`config.mk`:
```
export PLATFORM = sky130hd
export DESIGN_NAME = mxv_frame_rx
export DESIGN_NICKNAME = d
export VERILOG_FILES = /design/src/verilog/mxv_pkg.sv /design/src/verilog/store_wr_if.sv /design/src/verilog/field_assembler.sv /design/src/verilog/frame_parser.sv /design/src/verilog/operand_store.sv /design/src/verilog/mxv_frame_rx.sv
export SDC_FILE = /design/constraint.sdc
export NUM_CORES = 1
export LEC_CHECK = 0
export ABC_CLOCK_PERIOD_IN_PS = 3450
export BUFFER_PORTS_ARGS = -buffer_cell sky130_fd_sc_hd__buf_4
export CORE_ASPECT_RATIO = 1.5
export CORE_MARGIN = 3
export CORE_UTILIZATION = 35
export CTS_BUF_LIST = sky130_fd_sc_hd__clkbuf_2
export DETAILED_ROUTE_END_ITERATION = 7
export GPL_ROUTABILITY_DRIVEN = 0
export GPL_TIMING_DRIVEN = 1
export PLACE_DENSITY = 0.52
export SLEW_MARGIN = 20
export SYNTH_ARGS = -nofsm -noshare
export SYNTH_HDL_FRONTEND = slang
export SYNTH_SLANG_ARGS = --single-unit
export TNS_END_PERCENT = 20
```
`constraint.sdc`:
```
create_clock -name clk -period 3.45 [get_ports clk]
set_input_delay 0.5175 -clock clk [delete_from_list [all_inputs] [get_ports clk]]
set_output_delay 0.5175 -clock clk [all_outputs]
set_load 0.005 [all_outputs]
```
`src/verilog/mxv_pkg.sv`:
```
package mxv_pkg;

	localparam int MAX_DIM   = 8;     // largest n from a SIZE frame
	localparam int MAX_FRAME = 64;    // largest frame size field
	localparam int ELEM_MAX  = 255;   // largest operand element
	localparam int VAL_MAX   = 511;   // number fields saturate here
	localparam int MAT_DEPTH = 64;
	localparam int VEC_DEPTH = 8;
	localparam int ADDR_W    = 6;

	localparam logic [7:0] CH_UNDERSCORE = 8'h5f;
	localparam logic [7:0] CH_ZERO       = 8'h30;
	localparam logic [7:0] CH_NINE       = 8'h39;
	localparam logic [7:0] CH_F          = 8'h46;
	localparam logic [7:0] CH_E          = 8'h45;

	typedef enum logic [1:0] {
		FIELD_NUM,
		FIELD_FE,
		FIELD_EF,
		FIELD_BAD
	} field_kind_t;

	typedef logic [8:0] field_val_t;   // decimal value of a number field

	typedef enum logic [2:0] {
		CMD_NONE   = 3'd0,
		CMD_START  = 3'd1,
		CMD_REPEAT = 3'd2,
		CMD_SIZE   = 3'd3,
		CMD_MV     = 3'd4
	} command_t;

	typedef logic [3:0] dim_t;
	typedef logic [7:0] elem_t;

endpackage

```
`src/verilog/store_wr_if.sv`:
```
`timescale 1ns/1ps

interface store_wr_if;

	logic                       wr;       // write data at addr
	logic [mxv_pkg::ADDR_W-1:0] addr;
	mxv_pkg::elem_t             data;
	logic                       clear;    // drop loaded flag
	logic                       commit;   // raise loaded flag

	modport parser (
		output wr,
		output addr,
		output data,
		output clear,
		output commit
	);

	modport store (
		input wr,
		input addr,
		input data,
		input clear,
		input commit
	);

endinterface

```
`src/verilog/field_assembler.sv`:
```
`timescale 1ns/1ps

module field_assembler (
	input  logic                 clk,
	input  logic                 rst,
	input  logic                 rcv,
	input  logic [7:0]           ch,
	output logic                 field_valid,
	output mxv_pkg::field_kind_t field_kind,
	output mxv_pkg::field_val_t  field_value
);

	typedef enum logic [2:0] {LS_NONE, LS_F, LS_E, LS_FE, LS_EF} let_st_t;

	mxv_pkg::field_val_t  acc;
	logic [12:0]          acc_next;    // 511*10+9 fits
	logic [3:0]           digit;
	let_st_t              let_st;
	logic                 has_digit;
	logic                 bad;
	logic                 is_digit;
	logic                 is_end;
	mxv_pkg::field_kind_t kind_now;

	assign is_end   = (ch == mxv_pkg::CH_UNDERSCORE);
	assign is_digit = (ch >= mxv_pkg::CH_ZERO) && (ch <= mxv_pkg::CH_NINE);
	assign digit    = ch[3:0];    // ascii digits keep their value in the low nibble
	assign acc_next = acc * 13'd10 + 13'(digit);

	always_comb begin
		if (bad || (has_digit && let_st != LS_NONE)) begin
			kind_now = mxv_pkg::FIELD_BAD;    // mixed or stray character
		end else if (has_digit) begin
			kind_now = mxv_pkg::FIELD_NUM;
		end else if (let_st == LS_FE) begin
			kind_now = mxv_pkg::FIELD_FE;
		end else if (let_st == LS_EF) begin
			kind_now = mxv_pkg::FIELD_EF;
		end else begin
			kind_now = mxv_pkg::FIELD_BAD;    // empty or lone letter
		end
	end

	always_ff @(posedge clk, negedge rst) begin
		if (!rst) begin
			field_valid <= 1'b0;
			acc         <= '0;
			let_st      <= LS_NONE;
			has_digit   <= 1'b0;
			bad         <= 1'b0;
		end else begin
			field_valid <= rcv && is_end;
			if (rcv) begin
				if (is_end) begin
					acc       <= '0;    // start next field
					let_st    <= LS_NONE;
					has_digit <= 1'b0;
					bad       <= 1'b0;
				end else if (is_digit) begin
					has_digit <= 1'b1;
					if (acc_next > mxv_pkg::VAL_MAX) begin
						acc <= mxv_pkg::field_val_t'(mxv_pkg::VAL_MAX);
					end else begin
						acc <= acc_next[8:0];
					end
				end else if (ch == mxv_pkg::CH_F) begin
					case (let_st)
						LS_NONE: let_st <= LS_F;
						LS_E:    let_st <= LS_EF;
						default: bad    <= 1'b1;
					endcase
				end else if (ch == mxv_pkg::CH_E) begin
					case (let_st)
						LS_NONE: let_st <= LS_E;
						LS_F:    let_st <= LS_FE;
						default: bad    <= 1'b1;
					endcase
				end else begin
					bad <= 1'b1;
				end
			end
		end
	end

	always_ff @(posedge clk) begin
		if (rcv && is_end) begin
			field_kind  <= kind_now;
			field_value <= acc;
		end
	end

	// a legal field needs at least one character, so only a bad field can follow back to back
	a_field_gap: assert property (@(posedge clk) disable iff (!rst)
		field_valid |=> !field_valid || field_kind == mxv_pkg::FIELD_BAD);

endmodule

```
`src/verilog/frame_parser.sv`:
```
`timescale 1ns/1ps

module frame_parser (
	input  logic                 clk,
	input  logic                 rst,
	input  logic                 field_valid,
	input  mxv_pkg::field_kind_t field_kind,
	input  mxv_pkg::field_val_t  field_value,
	output logic                 frame_ok,
	output logic                 frame_err,
	output mxv_pkg::command_t    cmd,
	output mxv_pkg::dim_t        n,
	store_wr_if.parser           mat_wr,
	store_wr_if.parser           vec_wr
);

	typedef enum logic [2:0] {HUNT, SIZE, CMD, DIM, PAYLOAD, END} state_t;

	state_t                     state;
	state_t                     nxt;
	logic                       accept;
	logic                       is_num;
	logic [mxv_pkg::ADDR_W:0]   fsize;    // up to 64
	logic [mxv_pkg::ADDR_W:0]   cnt;
	logic [mxv_pkg::ADDR_W:0]   n_sq;
	mxv_pkg::command_t          cmd_code;
	mxv_pkg::command_t          pend_cmd;
	mxv_pkg::dim_t              new_n;
	logic                       is_mat;
	logic                       wr_mat;
	logic                       wr_vec;
	logic                       clr_mat;
	logic                       clr_vec;
	logic                       cmt_mat;
	logic                       cmt_vec;
	logic [mxv_pkg::ADDR_W-1:0] wr_addr;
	mxv_pkg::elem_t             wr_data;

	assign is_num   = (field_kind == mxv_pkg::FIELD_NUM);
	assign n_sq     = n * n;
	assign cmd_code = mxv_pkg::command_t'(field_value[2:0]);

	always_comb begin
		accept = 1'b0;
		nxt    = HUNT;
		case (state)
			HUNT: begin
				accept = (field_kind == mxv_pkg::FIELD_FE);
				nxt    = SIZE;
			end
			SIZE: begin
				accept = is_num && field_value != 0 && field_value <= mxv_pkg::MAX_FRAME;
				nxt    = CMD;
			end
			CMD: begin
				nxt = END;
				if (is_num && field_value != 0 && field_value <= mxv_pkg::CMD_MV) begin
					case (cmd_code)
						mxv_pkg::CMD_SIZE: begin
							accept = 1'b1;
							nxt    = DIM;
						end
						mxv_pkg::CMD_MV: begin
							accept = (n != 0) && (fsize == n_sq || fsize == 7'(n));
							nxt    = PAYLOAD;
						end
						default: accept = 1'b1;    // start and repeat carry nothing
					endcase
				end
			end
			DIM: begin
				accept = is_num && field_value != 0 && field_value <= mxv_pkg::MAX_DIM;
				nxt    = END;
			end
			PAYLOAD: begin
				accept = is_num && field_value <= mxv_pkg::ELEM_MAX;
				nxt    = (cnt + 1'b1 == fsize) ? END : PAYLOAD;
			end
			END: begin
				accept = (field_kind == mxv_pkg::FIELD_EF);
				nxt    = HUNT;
			end
			default: ;
		endcase
	end

	always_ff @(posedge clk, negedge rst) begin
		if (!rst) begin
			state     <= HUNT;
			frame_ok  <= 1'b0;
			frame_err <= 1'b0;
			cmd       <= mxv_pkg::CMD_NONE;
			n         <= '0;
			cnt       <= '0;
			is_mat    <= 1'b0;
			wr_mat    <= 1'b0;
			wr_vec    <= 1'b0;
			clr_mat   <= 1'b0;
			clr_vec   <= 1'b0;
			cmt_mat   <= 1'b0;
			cmt_vec   <= 1'b0;
		end else begin
			frame_ok  <= 1'b0;
			frame_err <= 1'b0;
			wr_mat    <= 1'b0;
			wr_vec    <= 1'b0;
			clr_mat   <= 1'b0;
			clr_vec   <= 1'b0;
			cmt_mat   <= 1'b0;
			cmt_vec   <= 1'b0;
			if (field_valid && accept) begin
				state <= nxt;
				case (state)
					CMD: begin
						if (cmd_code == mxv_pkg::CMD_MV) begin
							is_mat  <= (fsize == n_sq);    // n of 1 counts as matrix
							clr_mat <= (fsize == n_sq);
							clr_vec <= (fsize != n_sq);
							cnt     <= '0;
						end
					end
					PAYLOAD: begin
						wr_mat <= is_mat;
						wr_vec <= !is_mat;
						cnt    <= cnt + 1'b1;
					end
					END: begin
						frame_ok <= 1'b1;
						cmd      <= pend_cmd;
						if (pend_cmd == mxv_pkg::CMD_SIZE) begin
							n       <= new_n;
							clr_mat <= 1'b1;
							clr_vec <= 1'b1;
						end
						if (pend_cmd == mxv_pkg::CMD_MV) begin
							cmt_mat <= is_mat;
							cmt_vec <= !is_mat;
						end
					end
					default: ;
				endcase
			end else if (field_valid && state != HUNT) begin
				frame_err <= 1'b1;
				// an FE inside a frame opens the next one
				state <= (field_kind == mxv_pkg::FIELD_FE) ? SIZE : HUNT;
			end
		end
	end

	always_ff @(posedge clk) begin
		if (field_valid) begin
			case (state)
				SIZE:    fsize <= field_value[mxv_pkg::ADDR_W:0];
				CMD:     pend_cmd <= cmd_code;
				DIM:     new_n <= field_value[3:0];
				PAYLOAD: begin
					wr_addr <= cnt[mxv_pkg::ADDR_W-1:0];    // row-major element index
					wr_data <= field_value[7:0];
				end
				default: ;
			endcase
		end
	end

	assign mat_wr.wr     = wr_mat;
	assign mat_wr.addr   = wr_addr;
	assign mat_wr.data   = wr_data;
	assign mat_wr.clear  = clr_mat;
	assign mat_wr.commit = cmt_mat;
	assign vec_wr.wr     = wr_vec;
	assign vec_wr.addr   = wr_addr;
	assign vec_wr.data   = wr_data;
	assign vec_wr.clear  = clr_vec;
	assign vec_wr.commit = cmt_vec;

	a_ok_err: assert property (@(posedge clk) disable iff (!rst)
		!(frame_ok && frame_err));

	// a write lands inside the payload that the frame size announced
	a_wr_payload: assert property (@(posedge clk) disable iff (!rst)
		(wr_mat || wr_vec) |-> wr_addr < fsize);

endmodule

```
`src/verilog/operand_store.sv`:
```
`timescale 1ns/1ps

module operand_store #(
	parameter int DEPTH = mxv_pkg::MAT_DEPTH
) (
	input  logic                       clk,
	input  logic                       rst,
	input  logic [mxv_pkg::ADDR_W-1:0] rd_addr,
	output mxv_pkg::elem_t             rd_data,
	output logic                       loaded,
	store_wr_if.store                  wr
);

	mxv_pkg::elem_t mem [DEPTH];

	always_ff @(posedge clk) begin
		if (wr.wr) begin
			mem[wr.addr[$clog2(DEPTH)-1:0]] <= wr.data;
		end
		rd_data <= mem[rd_addr[$clog2(DEPTH)-1:0]];    // registered read
	end

	always_ff @(posedge clk, negedge rst) begin
		if (!rst) begin
			loaded <= 1'b0;
		end else if (wr.clear) begin
			loaded <= 1'b0;
		end else if (wr.commit) begin
			loaded <= 1'b1;    // frame closed with EF
		end
	end

	// parser address must fit this store's depth
	a_wr_addr: assert property (@(posedge clk) disable iff (!rst)
		wr.wr |-> wr.addr < DEPTH);

endmodule

```
`src/verilog/mxv_frame_rx.sv`:
```
`timescale 1ns/1ps

module mxv_frame_rx (
	input  logic                       clk,
	input  logic                       rst,
	input  logic                       rcv,
	input  logic [7:0]                 ch,
	input  logic [mxv_pkg::ADDR_W-1:0] m_rd_addr,
	input  logic [mxv_pkg::ADDR_W-1:0] v_rd_addr,
	output logic                       frame_ok,
	output logic                       frame_err,
	output mxv_pkg::command_t          cmd,
	output mxv_pkg::dim_t              n,
	output logic                       m_loaded,
	output logic                       v_loaded,
	output mxv_pkg::elem_t             m_rd_data,
	output mxv_pkg::elem_t             v_rd_data
);

	logic                 field_valid;
	mxv_pkg::field_kind_t field_kind;
	mxv_pkg::field_val_t  field_value;

	store_wr_if mat_wr ();
	store_wr_if vec_wr ();

	field_assembler u_asm (
		.clk         (clk),
		.rst         (rst),
		.rcv         (rcv),
		.ch          (ch),
		.field_valid (field_valid),
		.field_kind  (field_kind),
		.field_value (field_value)
	);

	frame_parser u_parser (
		.clk         (clk),
		.rst         (rst),
		.field_valid (field_valid),
		.field_kind  (field_kind),
		.field_value (field_value),
		.frame_ok    (frame_ok),
		.frame_err   (frame_err),
		.cmd         (cmd),
		.n           (n),
		.mat_wr      (mat_wr.parser),
		.vec_wr      (vec_wr.parser)
	);

	operand_store #(.DEPTH(mxv_pkg::MAT_DEPTH)) u_mat_store (
		.clk     (clk),
		.rst     (rst),
		.rd_addr (m_rd_addr),
		.rd_data (m_rd_data),
		.loaded  (m_loaded),
		.wr      (mat_wr.store)
	);

	operand_store #(.DEPTH(mxv_pkg::VEC_DEPTH)) u_vec_store (
		.clk     (clk),
		.rst     (rst),
		.rd_addr (v_rd_addr),
		.rd_data (v_rd_data),
		.loaded  (v_loaded),
		.wr      (vec_wr.store)
	);

endmodule

```
==> flow_metrics.py <==
metrics = {
    "run_status": {
        "outcome": "completed",
    },
    "cells_and_area": {
        "final_nets": 1642,
        "area_growth_syn_to_layout_pct": 14.0,
        "n_fill_cell": 6876,
        "layout_commonest_cell": "edfxtp_1",
        "drive_gt1_share_pct": 31.5,
        "final_cell_mix": "edfxtp_1 (615), clkbuf_2 (228), mux4_2 (176), nor2_1 (119), buf_4 (84)",
    },
    "sta": {
        "hold_viol": 0,
        "holdWs_ns": 0.243,
        "tightestPinTransition_ns": 0.887,
        "timing.fmax_ghz": 0.325,
        "final.min_clock_period_ns": 3.08,
        "fin_crit_sh_pct": 89.3,
        "timing.setup.tns_ns": 0,
        "grt_setup_unrepaired": "false",
        "setup_viol": 0,
        "final.setup_skew_ns": 0.115,
        "slew_violations": 0,
        "relSlewSlack_pct": 40.4,
    },
    "critical_path": {
        "critPathKind": "input pin to flop",
        "critPathMaxFanout": 35,
        "crit_required_ns": 4.66,
        "ff2ff_setup_slack_ns": 0.44,
        "path_cells": "dlygate4sd3_1 -> clkbuf_8 -> buf_12 -> mux4_2 -> mux4_2 -> a22oi_1 -> dlygate4sd3_1 -> nand2_1 -> dlygate4sd3_1",
        "crit_arrival_ns": 4.29,
        "startpoint_type": "input pin",
        "critPathCaptureType": "flop",
        "cp_slowest_cell": "mux4_2",
        "path_common_cell": "dlygate4sd3_1",
        "max_stage_delay_ns": 0.63,
    },
    "pwr": {
        "swShare_pct": 25.2,
        "clkPwrFrac_pct": 32.6,
        "ir_worst_vdd_mv": 0.471,
        "power.density_nw_per_um2": 516,
        "p_int_w": 0.0118,
        "seqPwrFrac_pct": 56.6,
        "switching_power_w": 0.00398,
        "finalPower_w": 0.0158,
        "leakage_nw": 10.1,
        "combPwrFrac_pct": 10.8,
    },
    "floorplanning": {
        "fp-row-count": 123,
        "start_util_pct": 35.6,
        "core_um2": 75400,
        "die_area_um2": 80100,
        "ios": 50,
        "die_x_um": 232,
        "die_y_um": 345,
    },
    "logic_synthesis": {
        "ys_warn_count": 0,
        "ys_seq_area_share_pct": 74.1,
        "synth.avg_cell_area_um2": 19.7,
        "syn_nets": 1406,
        "ys_ff_latch": 674,
        "synth_top_area_share_pct": 68.9,
        "yosys.area.top_type": "edfxtp_1",
        "ys_top_cells_by_area": "edfxtp_1 (69%), mux4_2 (15%), dfrtp_1 (4.0%)",
        "async_flop_share_pct": 6.38,
        "synth_edf_count": 615,
        "synthFlopType": "edfxtp_1",
        "syn-instance-count": 1360,
        "netlist_area_um2": 26800,
        "synth_cell_type_count": 60,
    },
    "global_routing": {
        "grt_pass1_wl_mm": 90.4,
        "antenna_found_initial": 2,
        "grt_pass1_vias": 14900,
        "grt_start_max_net_pins": 73,
        "track_usage_pct": 15.3,
        "grt.overflow.total": 0,
    },
    "detailed_routing": {
        "drcViolationCount": 0,
        "ant_nets": 0,
        "drtPass1Iterations": 4,
        "avgRoutedWirePerCell_um": 22.0,
        "vias": 13600,
        "vias_per_cell": 5.02,
        "drtIter0Drc": 807,
        "wl_mm": 59.8,
    },
    "placement": {
        "place.port_buffers": 46,
        "hpwl_mm": 37.4,
    },
    "cts": {
        "cts_root_buffer": "clkbuf_2",
        "numCtsBuffers": 154,
        "tritoncts": "built",
        "clockBufferDepth": 3,
        "cts_sinks": 674,
        "path_clk_slew_ns": 0.10,
        "clk_latency_ns": 1.32,
        "cts-htree-levels": 4,
    },
    "run": {
        "max_cap_viol_count": 0,
    },
    "worst_hold_path": {
        "min_path_type": "input pin to flop",
    },
}
## cell usage after synthesis (all sizes together), types with 6 or more instances
| master | number |
|---|---|
| xnor2 | 17 |
| nand2 | 37 |
| clkbuf | 32 |
| inv | 17 |
| nor3 | 12 |
| buf | 27 |
| a21oi | 29 |
| nor2 | 120 |
| xor2 | 11 |
| dfxtp | 16 |
| ha | 21 |
| nor4 | 9 |
| a22oi | 18 |
| o21ai | 18 |
| nand2b | 9 |
| nand4 | 6 |
| mux4 | 176 |
| dfrtp | 43 |
| nand3 | 14 |
| edfxtp | 615 |
| nor2b | 10 |
| mux2 | 15 |
| and2 | 13 |
## per-stage QoR
stage	worst slack [ns]	utilization [%]	instance area [um2]	cells
2_1_floorplan	0.727	-	26800	1360
3_3_place_gp	0.353	37.9	28600	2393
3_5_place_dp	0.328	37.9	28600	2393
4_1_cts	0.238	40.5	30500	2709
5_1_grt	0.125	40.5	30600	2715
6_report	0.370	40.5	30600	2716
## power groups by stage
stage	clock, W	combinational (W)	sequential [W]
after floorplan	0	0.00121	0.00909
after detailed placement	0	0.00164	0.00912
after CTS	0.00540	0.00170	0.00893
final	0.00515	0.00171	0.00893
after global placement	0	0.00164	0.00911
after global routing	0.00577	0.00191	0.00894
## critical path, delay by kind of cell
family / cells / cell delay (ns)
multiplexers: 2 / 1.17
AO/OA/AOI/OAI: 1 / 0.19
buffers and inverters: 5 / 2.31
AND/OR/NAND/NOR: 1 / 0.07
## layer usage
metal / wire (um) / track usage (%) / vias to the layer above / part of all wire, %
met5: 0 / 0 / - / 0
met4: 1420 / 5.58 / 0 / 2.4
met3: 2250 / 3.53 / 99 / 3.8
met2: 34100 / 28.8 / 303 / 57
met1: 22000 / 16.4 / 7125 / 37
li1: - / - / 6120 / -
## layout make-up
| class | count | area, um2 | area share (%) |
|---|---|---|---|
| well taps | 1000 | 1250 | 4.09 |
| inverters | 17 | 63.8 | 0.209 |
| repair buffers | 139 | 1270 | 4.16 |
| multi-input cells | 610 | 6660 | 21.8 |
| clock inverters | 41 | 309 | 1.01 |
| flip-flops and latches | 674 | 19900 | 65.0 |
| diodes | 7 | 17.5 | 0.0573 |
| clock buffers | 228 | 1140 | 3.73 |
## worst paths after layout
| kind | from | to | depth (start not counted) |
|---|---|---|---|
| min reg2reg | u_parser.vec_wr.clear | u_vec_store.loaded | 1 |
| max | m_rd_addr[0] | u_mat_store.rd_data[5] | 9 |
| min | ch[1] | u_asm.acc[1] | 5 |
| max in group asynchronous | rst | u_asm.acc[7] | 4 |
| min in group asynchronous | rst | u_parser.frame_err | 4 |
| max reg2reg | u_mat_store.mem[11][2] | u_mat_store.rd_data[2] | 6 |
## flip-flops by register name, indices dropped and copies added, names as in the netlist, 2 cells and up
register / count
u_mat_store.mem: 512
u_vec_store.mem: 64
u_asm.acc: 9
u_asm.field_value: 9
u_mat_store.rd_data: 8
u_parser.mat_wr.data: 8
u_vec_store.rd_data: 8
u_parser.cnt: 7
u_parser.fsize: 7
u_parser.mat_wr.addr: 6
u_parser.n: 4
u_parser.new_n: 4
u_asm.let_st: 3
u_parser.cmd: 3
u_parser.pend_cmd: 3
u_parser.state: 3
u_asm.field_kind: 2
## kinds of logic after synthesis
family,after synthesis,share of synthesized area (%)
buf+inv,76,1.16
simple gates,257,4.54
compound gates,110,2.74
flops,674,74.1
mux,192,15.4
fa+ha+maj,23,1.13
xor+xnor,28,0.914
## repair_timing
action | CTS | global route
setup buffers | 0 | 0
setup endpoints to repair | 0 | 9
gates resized for setup | 0 | 2
hold buffers | 47 | 0
hold endpoints to repair | 74 | 0
No activity file was read; power rests on OpenSTA's default activity.
